[src/hdl/window_defs.svh]
`ifndef WINDOW_DEFS_SVH
`define WINDOW_DEFS_SVH

////////////////////
// Image geometry
`define IMG_WIDTH      8
`define IMG_HEIGHT     6
`define PIXEL_W        8
`define PIX_ADDR_W     $clog2(`IMG_WIDTH * `IMG_HEIGHT)

// First column that completes a 3x3 window
`define COL_THRESHOLD  2

////////////////////
// APB register map
`define APB_ADDR_W     12
`define REG_CTRL       12'h000
`define REG_STATUS     12'h004
`define REG_COUNT      12'h008
`define PIX_BASE       12'h400

`endif

[src/hdl/window_pkg.sv]
`default_nettype none

`include "window_defs.svh"

package window_pkg;

    typedef logic [`PIXEL_W-1:0] pixel_t;

    // Row 0 is the oldest row, column 0 the oldest column
    typedef struct packed {
        pixel_t p00;
        pixel_t p01;
        pixel_t p02;
        pixel_t p10;
        pixel_t p11;
        pixel_t p12;
        pixel_t p20;
        pixel_t p21;
        pixel_t p22;
    } window_t;

    typedef struct packed {
        logic                   psel;
        logic                   penable;
        logic                   pwrite;
        logic [`APB_ADDR_W-1:0] paddr;
        logic [31:0]            pwdata;
    } apb_req_t;

    typedef struct packed {
        logic [31:0] prdata;
        logic        pready;
        logic        pslverr;
    } apb_rsp_t;

    typedef enum logic [2:0] {
        IDLE       = 3'b000,
        START      = 3'b001,
        START_COL  = 3'b010,
        COL_OUT    = 3'b011,
        END_COL    = 3'b100,
        END_COL_2  = 3'b101,
        FINISH_ALL = 3'b110,
        DONE       = 3'b111
    } win_state_e;

    typedef struct packed {
        logic row_eq_max;
        logic col_eq_max;
        logic col_ge_threshold;
    } scan_flags_t;

endpackage

`default_nettype wire

[src/hdl/apb_window_regs.sv]
`default_nettype none

`include "window_defs.svh"

module apb_window_regs import window_pkg::*; (
    input  wire logic                   clk,
    input  wire logic                   rst_n,
    input  wire apb_req_t               apb_req,
    output apb_rsp_t                    apb_rsp,
    input  wire logic                   busy,
    input  wire logic                   frame_end,
    input  wire logic                   win_valid,
    output logic                        start,
    output logic                        pix_we,
    output logic [`PIX_ADDR_W-1:0]      pix_addr,
    output pixel_t                      pix_wdata
);

    logic                   access;
    logic                   wr_access;
    logic                   rd_access;
    logic                   pix_sel;
    logic                   pix_in_range;
    logic [`APB_ADDR_W-1:0] pix_offset;
    logic                   frame_done;
    logic [15:0]            win_count;

    ////////////////////
    // Access decode

    assign access    = apb_req.psel & apb_req.penable;  // Access phase only
    assign wr_access = access & apb_req.pwrite;
    assign rd_access = access & ~apb_req.pwrite;

    assign pix_offset   = apb_req.paddr - `PIX_BASE;
    assign pix_sel      = (apb_req.paddr >= `PIX_BASE);
    assign pix_in_range = (pix_offset[`APB_ADDR_W-1:2] < `IMG_WIDTH * `IMG_HEIGHT);

    // One pixel per 32-bit word, low byte lanes carry the data
    assign pix_we    = wr_access & pix_sel & pix_in_range & ~busy;
    assign pix_addr  = pix_offset[`PIX_ADDR_W+1:2];
    assign pix_wdata = apb_req.pwdata[`PIXEL_W-1:0];

    assign start = wr_access & (apb_req.paddr == `REG_CTRL) & apb_req.pwdata[0] & ~busy;

    ////////////////////
    // Status and count

    always_ff @(posedge clk) begin
        if (!rst_n) begin
            frame_done <= 1'b0;
        end else if (frame_end) begin
            frame_done <= 1'b1;  // Set wins over a clearing read
        end else if (rd_access && apb_req.paddr == `REG_STATUS) begin
            frame_done <= 1'b0;
        end
    end

    always_ff @(posedge clk) begin
        if (!rst_n) begin
            win_count <= '0;
        end else if (start) begin
            win_count <= '0;
        end else if (win_valid) begin
            win_count <= win_count + 16'd1;
        end
    end

    ////////////////////
    // Response

    always_comb begin
        apb_rsp.prdata  = '0;
        apb_rsp.pready  = 1'b1;  // No wait states
        apb_rsp.pslverr = wr_access & pix_sel & busy;  // Frame store is locked while scanning
        if (rd_access) begin
            case (apb_req.paddr)
                `REG_STATUS: apb_rsp.prdata = {30'b0, frame_done, busy};
                `REG_COUNT:  apb_rsp.prdata = {16'b0, win_count};
                default:     apb_rsp.prdata = '0;
            endcase
        end
    end

endmodule

`default_nettype wire

[src/hdl/frame_store.sv]
`default_nettype none

`include "window_defs.svh"

module frame_store import window_pkg::*; (
    input  wire logic                   clk,
    input  wire logic                   we,
    input  wire logic [`PIX_ADDR_W-1:0] wr_addr,
    input  wire pixel_t                 wr_data,
    input  wire logic [`PIX_ADDR_W-1:0] rd_addr,
    output pixel_t                      rd_data
);

    localparam int DEPTH = `IMG_WIDTH * `IMG_HEIGHT;

    pixel_t mem [DEPTH];

    ////////////////////
    // Host write port

    always_ff @(posedge clk) begin
        if (we) begin
            mem[wr_addr] <= wr_data;
        end
    end

    ////////////////////
    // Scan read port

    // One cycle of read latency, matched by the window builder
    always_ff @(posedge clk) begin
        rd_data <= mem[rd_addr];
    end

endmodule

`default_nettype wire

[src/hdl/line_buffer_window.sv]
`default_nettype none

`include "window_defs.svh"

module line_buffer_window import window_pkg::*; (
    input  wire logic   clk,
    input  wire logic   rst_n,
    input  wire logic   start,
    input  wire pixel_t pixel_in,
    input  wire logic   shift_en,
    input  wire logic   row_valid,
    output window_t     win,
    output logic        win_valid
);

    logic   shift_q;
    pixel_t line_0 [`IMG_WIDTH];  // Row above the current one
    pixel_t line_1 [`IMG_WIDTH];  // Two rows above
    pixel_t up_1;
    pixel_t up_2;

    assign up_1 = line_0[`IMG_WIDTH-1];
    assign up_2 = line_1[`IMG_WIDTH-1];

    ////////////////////
    // Input stage

    // The scan enable is delayed once to meet the registered memory read
    always_ff @(posedge clk) begin
        if (!rst_n) begin
            shift_q   <= 1'b0;
            win_valid <= 1'b0;
        end else begin
            shift_q   <= shift_en;
            win_valid <= shift_q & row_valid;
        end
    end

    ////////////////////
    // Line buffers

    always_ff @(posedge clk) begin
        if (start) begin
            for (int i = 0; i < `IMG_WIDTH; i++) begin
                line_0[i] <= '0;  // Rows above the image read as zero
                line_1[i] <= '0;
            end
        end else if (shift_q) begin
            line_0[0] <= pixel_in;
            line_1[0] <= up_1;
            for (int i = 1; i < `IMG_WIDTH; i++) begin
                line_0[i] <= line_0[i-1];
                line_1[i] <= line_1[i-1];
            end
        end
    end

    ////////////////////
    // Window array

    // New column enters on the right, oldest column drops off the left
    always_ff @(posedge clk) begin
        if (shift_q) begin
            win.p00 <= win.p01;
            win.p01 <= win.p02;
            win.p02 <= up_2;
            win.p10 <= win.p11;
            win.p11 <= win.p12;
            win.p12 <= up_1;
            win.p20 <= win.p21;
            win.p21 <= win.p22;
            win.p22 <= pixel_in;
        end
    end

endmodule

`default_nettype wire

[src/hdl/pixel_scan_counter.sv]
`default_nettype none

`include "window_defs.svh"

module pixel_scan_counter import window_pkg::*; (
    input  wire logic                   clk,
    input  wire logic                   rst_n,
    input  wire logic                   start,
    input  wire logic                   count_en,
    output logic [`PIX_ADDR_W-1:0]      rd_addr,
    output scan_flags_t                 flags
);

    localparam int COL_W = $clog2(`IMG_WIDTH);
    localparam int ROW_W = $clog2(`IMG_HEIGHT + 1);  // Must reach IMG_HEIGHT

    logic [COL_W-1:0] col;
    logic [ROW_W-1:0] row;

    ////////////////////
    // Raster counters

    always_ff @(posedge clk) begin
        if (!rst_n) begin
            col <= '0;
            row <= '0;
        end else if (start) begin
            col <= '0;
            row <= '0;
        end else if (count_en) begin
            if (col == COL_W'(`IMG_WIDTH - 1)) begin
                col <= '0;
                row <= row + 1'b1;
            end else begin
                col <= col + 1'b1;
            end
        end
    end

    assign rd_addr = `PIX_ADDR_W'(row * `IMG_WIDTH + col);

    ////////////////////
    // Controller flags

    assign flags.row_eq_max       = (row == ROW_W'(`IMG_HEIGHT));  // Past the last row
    assign flags.col_eq_max       = (col == COL_W'(`IMG_WIDTH - 1));
    assign flags.col_ge_threshold = (col >= COL_W'(`COL_THRESHOLD));

endmodule

`default_nettype wire

[src/hdl/window_controller.sv]
`default_nettype none

module window_controller import window_pkg::*; (
    input  wire logic        clk,
    input  wire logic        rst_n,
    input  wire logic        start,
    input  wire scan_flags_t flags,
    output logic             count_en,
    output logic             row_valid,
    output logic             frame_end,
    output logic             busy
);

    win_state_e state;
    win_state_e next_state;

    always_ff @(posedge clk) begin
        if (!rst_n) begin
            state <= IDLE;
        end else begin
            state <= next_state;
        end
    end

    ////////////////////
    // Next state

    always_comb begin
        next_state = state;
        case (state)
            IDLE:       next_state = start ? START : IDLE;
            START:      next_state = START_COL;
            START_COL: begin
                if (flags.row_eq_max) begin
                    next_state = FINISH_ALL;
                end else if (flags.col_ge_threshold) begin
                    next_state = COL_OUT;  // Column 2 address is issued now
                end
            end
            COL_OUT: begin
                if (flags.row_eq_max) begin
                    next_state = FINISH_ALL;
                end else if (flags.col_eq_max) begin
                    next_state = END_COL;
                end
            end
            END_COL:    next_state = flags.row_eq_max ? FINISH_ALL : END_COL_2;
            END_COL_2:  next_state = flags.row_eq_max ? FINISH_ALL : START_COL;
            FINISH_ALL: next_state = DONE;
            DONE:       next_state = IDLE;
            default:    next_state = IDLE;
        endcase
    end

    ////////////////////
    // Outputs

    always_comb begin
        count_en  = 1'b0;
        row_valid = 1'b0;
        frame_end = 1'b0;
        case (state)
            START_COL: count_en = 1'b1;
            COL_OUT: begin
                count_en  = 1'b1;
                row_valid = 1'b1;
            end
            END_COL:    row_valid = 1'b1;  // Covers the pixel of the last column
            FINISH_ALL: frame_end = 1'b1;
            default: begin
                count_en  = 1'b0;
                row_valid = 1'b0;
                frame_end = 1'b0;
            end
        endcase
    end

    assign busy = (state != IDLE);

endmodule

`default_nettype wire

[src/hdl/window_top.sv]
`default_nettype none

`include "window_defs.svh"

module window_top import window_pkg::*; (
    input  wire logic     clk,
    input  wire logic     rst_n,
    input  wire apb_req_t apb_req,
    output apb_rsp_t      apb_rsp,
    output window_t       win,
    output logic          win_valid,
    output logic          frame_irq
);

    logic                   start;
    logic                   busy;
    logic                   frame_end;
    logic                   pix_we;
    logic [`PIX_ADDR_W-1:0] pix_addr;
    pixel_t                 pix_wdata;
    logic [`PIX_ADDR_W-1:0] rd_addr;
    pixel_t                 rd_pixel;
    scan_flags_t            scan_flags;
    logic                   count_en;
    logic                   row_valid;

    ////////////////////
    // Host side

    apb_window_regs u_apb_regs (
        .clk       (clk),
        .rst_n     (rst_n),
        .apb_req   (apb_req),
        .apb_rsp   (apb_rsp),
        .busy      (busy),
        .frame_end (frame_end),
        .win_valid (win_valid),
        .start     (start),
        .pix_we    (pix_we),
        .pix_addr  (pix_addr),
        .pix_wdata (pix_wdata)
    );

    frame_store u_frame_store (
        .clk     (clk),
        .we      (pix_we),
        .wr_addr (pix_addr),
        .wr_data (pix_wdata),
        .rd_addr (rd_addr),
        .rd_data (rd_pixel)
    );

    ////////////////////
    // Scan side

    pixel_scan_counter u_scan (
        .clk      (clk),
        .rst_n    (rst_n),
        .start    (start),
        .count_en (count_en),
        .rd_addr  (rd_addr),
        .flags    (scan_flags)
    );

    window_controller u_ctrl (
        .clk       (clk),
        .rst_n     (rst_n),
        .start     (start),
        .flags     (scan_flags),
        .count_en  (count_en),
        .row_valid (row_valid),
        .frame_end (frame_end),
        .busy      (busy)
    );

    line_buffer_window u_window (
        .clk       (clk),
        .rst_n     (rst_n),
        .start     (start),
        .pixel_in  (rd_pixel),
        .shift_en  (count_en),  // Delayed inside to match the read latency
        .row_valid (row_valid),
        .win       (win),
        .win_valid (win_valid)
    );

    assign frame_irq = frame_end;

endmodule

`default_nettype wire

[config.mk]
export PLATFORM = sky130hd
export DESIGN_NAME = window_top
export DESIGN_NICKNAME = d
export VERILOG_FILES = /design/src/hdl/window_pkg.sv /design/src/hdl/apb_window_regs.sv /design/src/hdl/frame_store.sv /design/src/hdl/line_buffer_window.sv /design/src/hdl/pixel_scan_counter.sv /design/src/hdl/window_controller.sv /design/src/hdl/window_top.sv
export VERILOG_INCLUDE_DIRS = /design/src /design/src/hdl
export SDC_FILE = /design/constraint.sdc
export NUM_CORES = 1
export LEC_CHECK = 0
export BUFFER_PORTS_ARGS = -buffer_cell sky130_fd_sc_hd__buf_2
export CAP_MARGIN = 40
export CORE_MARGIN = 10
export CORE_UTILIZATION = 60
export CTS_CLUSTER_SIZE = 10
export DETAILED_ROUTE_END_ITERATION = 16
export PLACE_DENSITY = 0.9
export SETUP_SLACK_MARGIN = 0.2
export SKIP_LAST_GASP = 1
export SYNTH_ARGS = -nofsm -noshare
export SYNTH_HDL_FRONTEND = slang
export SYNTH_SLANG_ARGS = --single-unit
[constraint.sdc]
create_clock -name clk -period 10.4 [get_ports clk]
set_input_delay 2.08 -clock clk [delete_from_list [all_inputs] [get_ports clk]]
set_output_delay 2.08 -clock clk [all_outputs]
set_load 0.05 [all_outputs]
Yosys cells after proc, flatten, opt, wreduce, memory -nomap -nowiden
Memory sizes are Yosys's and may differ from the RTL's. A register that Yosys moved wholly into a read port is not among the register bits. Index checks and enable logic that the tools add are counted.

Memory bits (read-only): 0. Bits in latches: 0. Logic and storage cells: 118. Memories: 3. Bits in writable memories: 512. Output and inout bits: 108. Bits in registers: 92.

Bitwise gates (word level): 30. Multipliers: 0. Add/subtract/negate cells: 5. Reductions and logical operators: 10. Magnitude comparators: 3. Eq/ne operators: 13. Muxes and demuxes: 39. Shifts and indexed selects: 0. Div/mod/pow operators: 0.

Memory list: u_frame_store.mem (depth 48, bits a word 8, read ports 1, clocked after memory_dff 1, wr ports 1, line frame_store.sv:16) `pixel_t mem [DEPTH];`; u_window.line_0 (depth 8, bits a word 8, read ports 8, clocked after memory_dff 0, wr ports 8, line line_buffer_window.sv:17) `` pixel_t line_0 [`IMG_WIDTH]; ``; u_window.line_1 (depth 8, bits a word 8, read ports 8, clocked after memory_dff 1, wr ports 8, line line_buffer_window.sv:18) `` pixel_t line_1 [`IMG_WIDTH]; ``.

Operators by type and width (count): $mux W8 (16); $mux W32 (1); $pmux W16 S2 (1); $pmux W3 S8 (1); $eq A3 B3 Y1 const B (6); $mux W3 (6); $add A16 B1 Y16 const B (1); $or A1 B1 Y1 (16); $mux W1 (13); $eq A12 B3 Y1 const B (1); $eq A12 B4 Y1 const B (1); $ge A12 B11 Y1 const B (1); $logic_not A12 Y1 (1); $sub A12 B11 Y12 const B (1); $and A1 B1 Y1 (11); $lt A10 B6 Y1 const B (1); $add A3 B1 Y3 const B (2); $add A6 B3 Y6 (1); $eq A3 B2 Y1 const B (2); $ne A3 B2 Y1 const B (2); $reduce_or A2 Y1 (3); $reduce_and A2 Y1 (2); $eq A3 B1 Y1 const B (1); $ge A3 B2 Y1 const B (1); other kinds (6) (8).

Depth between registers and ports, before layout
Word-level depth: 8. Depth in mapped cells: 8.

Modules after synthesis
From an unflattened synthesis, not the netlist that was laid out.

Cell total of the unflattened synthesis: 1364. Area total of the unflattened synthesis: 24422.2 um2.

Modules (own cells, without submodules): frame_store (cells each 793, seq. area each 11691.2 um2, area each 15349.7 um2, times used 1); line_buffer_window (cells each 357, seq. area each 6045.8 um2, area each 7265.7 um2, times used 1); apb_window_regs (cells each 149, seq. area each 340.3 um2, area each 1202.4 um2, times used 1); pixel_scan_counter (cells each 33, seq. area each 120.1 um2, area each 340.3 um2, times used 1); window_controller (cells each 32, seq. area each 60.1 um2, area each 264.0 um2, times used 1).

Worst setup path before layout
No wires, ideal clock.

Path type: input to output. Start: input port apb_req[37] in the netlist's numbering. End: output port apb_rsp[2] in the netlist's numbering. Data arrival time: 3877 ps. Path slack: 4443 ps. Path buffers: 1. Required time: 8320 ps. Stages on the path: 5. Path through: clkbuf_1 nor3_1 nand4_1 nand2b_1 o21ai_0.

RTL lines: from (decl) (line window_top.sv:8) `input wire apb_req_t apb_req,`; to (decl) (line window_top.sv:9) `output apb_rsp_t apb_rsp,`.

==> reports/qor.log <==
[die] starting utilization of the core area 61.0%
[place] detailed placer's ending HPWL 28.6 mm
[grt] remaining global-route overflow 0
[timing] Fmax 169 MHz
[power] Internal 4.17 mW
[drt] Iteration-0 DRC Markers 1389
[setup_path] data arrival time of the critical path 3.83 ns
[power] cell leakage power 8.71 nW
[power] largest vdd supply drop 0.182 mV
[power] sequential cell fraction of total power 52.8%
[setup_path] kind of cell adding the most delay to the critical path simple AND/OR/NAND/NOR gates
[clock_tree] Root Driver clkbuf_16
[grt] number of antenna violations at the first check in global routing 0
[setup_path] register-to-register setup slack 6.39 ns
[timing] Fin Setup TNS 0 ns
[synthesis] post-synthesis instance area 0.0237 mm2
[timing] setup violation total in the final timing report 0
[timing] Tcrit/Tclk final 56.8%
[timing] unrepaired setup endpoints after global routing no
[drt] vias per cell 6.09
[grt] total global-route track usage 20.4%
[synthesis] Synth area leader edfxtp_1
[setup_path] endpoint of the most critical register-to-register path u_window.line_1[3][7]$_SDFFCE_PN0P_
[timing] Max Slew Vio Count 0
[clock_tree] clock edge transition at the registers on the reported setup and hold paths 0.05 ns
[setup_path] Critical Path RT 8.32 ns
[clock_tree] clock tree from TritonCTS done
[timing] transition time at the pin with the least slew margin 0.951 ns
[setup_path] worst reg2reg path startpoint u_ctrl.state[2]$_SDFFE_PN0P_
[synthesis] library cell with the highest instance count after synthesis edfxtp_1
[die] Die Outline Area 0.0479 mm2
[power] Final Total Pwr 5.25 mW
[min_path] hold path cells 0
[die] placeable core region 0.0389 mm2
[clock_tree] maximum root-to-sink buffer count 3
[setup_path] Crit path buffers/inverters 3
[timing] max_slew headroom 36.4%
[drt] first-pass iteration count of the detailed router 5
[synthesis] largest cells by area after synthesis edfxtp_1 74%, mux2i_1 5.4%, mux4_2 3.8%
[flow_run] max-cap viol count 0
[grt] maximum number of pins on one net before global-route repair 97
[place] Port Buffer Count 115
[clock_tree] source-to-sink clock delay at the later pin of the worst-skew pair 0.59 ns
[synthesis] EDFF count, synth 584
[power] part of the total power dissipated in the clock network 42.8%
[synthesis] dominant register cell in the synthesized netlist edfxtp_1
[synthesis] post-synthesis cell count 1332
[drt] routed len/inst 24.2 um
[clock_tree] CTS Sinks 620
[min_path] Worst Min Path Start u_window.line_1[7][2]$_SDFFCE_PP0P_
[setup_path] depth of the most critical reg-to-reg path 6
[synthesis] proportion of synthesized chip area in sequential cells 76.9%
[drt] DR vias 12312
[min_path] worst hold endpoint u_window.win[50]$_DFFE_PP_
[timing] clock tree skew after final layout 0.0199 ns
[drt] Detailed Route WL 49.0 mm
[clock_tree] total of cells resized after clock tree synthesis 0
[die] Die Y 219 um
[power] power density of the placed cells 196 mW/mm2
[synthesis] count of unique library cells instantiated by Yosys 46
[layout] fraction of layout instances using a drive strength above 1 18.2%
[setup_path] WS Path Type in -> out
[synthesis] Synth top area share 73.9%
[drt] number of nets still failing antenna checks after routing 0
[synthesis] FFs w/ async S/R, synth 0%
[outcome] outcome finished, final reports clean
[clock_tree] depth of the CTS H-tree 3
[grt] number of global-route vias before repair 12527
[clock_tree] clock buffers created by TritonCTS 72
[synthesis] yosys synthesis warning count 0
[setup_path] crit end category primary output
[setup_path] slowest stage cell on the critical path nor4_1
[setup_path] largest stage delay on the critical path 0.39 ns
[synthesis] total of flip-flops plus latches after synthesis 620
[power] net switching share of the total power 20.7%
[drt] DRC Markers 0
[clock_tree] Post-CTS Setup Inserts 0
[synthesis] leading cell types by count after synthesis 584 x edfxtp_1, 129 x mux2i_1, 112 x and2_1
[grt] first-pass GRT wire length 74.6 mm
[power] switching power 1.09 mW
[layout] net total in the final layout 1525
[timing] clock period minus worst slack 5.91 ns
[clock_tree] number of buffers inserted for hold repair after clock tree synthesis 0
[setup_path] CP startpoint kind primary input
[place] Final Wtd Congestion 0.811
[timing] hold_ws 0.416 ns
[die] die width 219 um
[setup_path] critical path peak fanout 16
[timing] count of final hold-check violations 0
[min_path] Hold Path Class reg -> reg
[setup_path] most used cell, CP buf_2
[setup_path] list of cells traversed by the critical path buf_2 > nor4_1 > nand4_1 > nor3b_2 > buf_4 > nand2_1 > o21ai_0 > buf_2
[synthesis] mean instance size in the synthesized netlist 17.8 um2
[die] number of placement rows 72
[die] number of top-level pins 157
[layout] Area Overhead vs Synth 12.9%
[power] combinational power share 4.4%
area by class of cell:
type	count	area, um2
Sequential cell	620	18300
Tap cell	518	648
Inverter	4	15.0
Antenna cell	1	2.50
Fill cell	2300	12100
Clock inverter	5	60.1
Multi-Input combinational cell	639	5060
Timing Repair Buffer	134	786
Clock buffer	102	1980
power groups by stage:
stage | combinational, mW | clock (mW) | sequential [mW]
after global placement | 0.203 | 0 | 2.84
after floorplan | 0.143 | 0 | 2.85
after global routing | 0.246 | 2.36 | 2.78
after detailed placement | 0.228 | 0 | 2.83
final | 0.231 | 2.25 | 2.78
after CTS | 0.231 | 2.27 | 2.78
registers in the layout (all words and copies together), names as in the netlist, 3 cells and up:
register               count
u_window.line_0           64
u_frame_store.rd_data      8
u_window.win              72
u_window.line_1           64
u_apb_regs.win_count      16
u_scan.row                 3
u_scan.col                 3
u_ctrl.state               3
u_frame_store.mem        384
stage by stage:
| step | util, % | worst slack (ns) | instance area (um2) | cells |
|---|---|---|---|---|
| 3_5_place_dp | 63.7 | 4.53 | 24800 | 1915 |
| 5_1_grt | 68.9 | 4.38 | 26800 | 2022 |
| 3_3_place_gp | 63.3 | 4.19 | 24700 | 1908 |
| 2_1_floorplan | - | 4.44 | 23800 | 1347 |
| 6_report | 68.9 | 4.49 | 26800 | 2023 |
| 4_1_cts | 68.9 | 4.50 | 26800 | 2022 |
routing by layer:
| metal | track usage, % | vias up | share of wire, % |
|---|---|---|---|
| li1 | - | 5349 | - |
| met1 | 25.3 | 6146 | 37 |
| met2 | 34.5 | 705 | 51 |
| met3 | 4.69 | 112 | 9.3 |
| met4 | 7.33 | 0 | 2.9 |
| met5 | 0 | - | 0 |
cell families (layout without fill, tap and decap cells):
logic type | after synthesis | in the layout | share of synthesized area (%)
flip-flops | 620 | 620 | 76.9
adder cells (fa/ha/maj) | 5 | 5 | 0.264
AND/OR/NAND/NOR | 316 | 316 | 7.08
XOR/XNOR | 17 | 17 | 0.627
other | 2 | 18 | 0.0316
buffers and inverters | 88 | 245 | 2.09
multiplexers | 169 | 169 | 9.23
AO/OA/AOI/OAI | 115 | 115 | 3.76
worst max path at each step:
stage | start | end | slack (ns) | depth (start not counted)
final | apb_req[33] | apb_rsp[2] | 4.49 | 8
after global routing | apb_req[33] | apb_rsp[2] | 4.38 | 8
after CTS | apb_req[33] | apb_rsp[2] | 4.50 | 8
after detailed placement | apb_req[33] | apb_rsp[2] | 4.53 | 8
after global placement | apb_req[33] | apb_rsp[2] | 4.19 | 7
after floorplan | apb_req[37] | apb_rsp[2] | 4.44 | 5
placed cells by master, fill, tap and decap left out, types with 17 or more instances in the layout:
cell       netlist  routed
buf_2            9     115
nand2_1         37      37
a21oi_1         24      24
conb_1           2      17
edfxtp_1       584     584
mux4_2          40      40
and2_1         112     112
a22oi_1         32      32
mux2i_1        129     129
nor2b_1         38      35
nor2_1          86      85
clkbuf_1        35      27
clkbuf_16        0      75
dfxtp_1         36      34
Note: power is estimated with default switching activity, not from simulation.
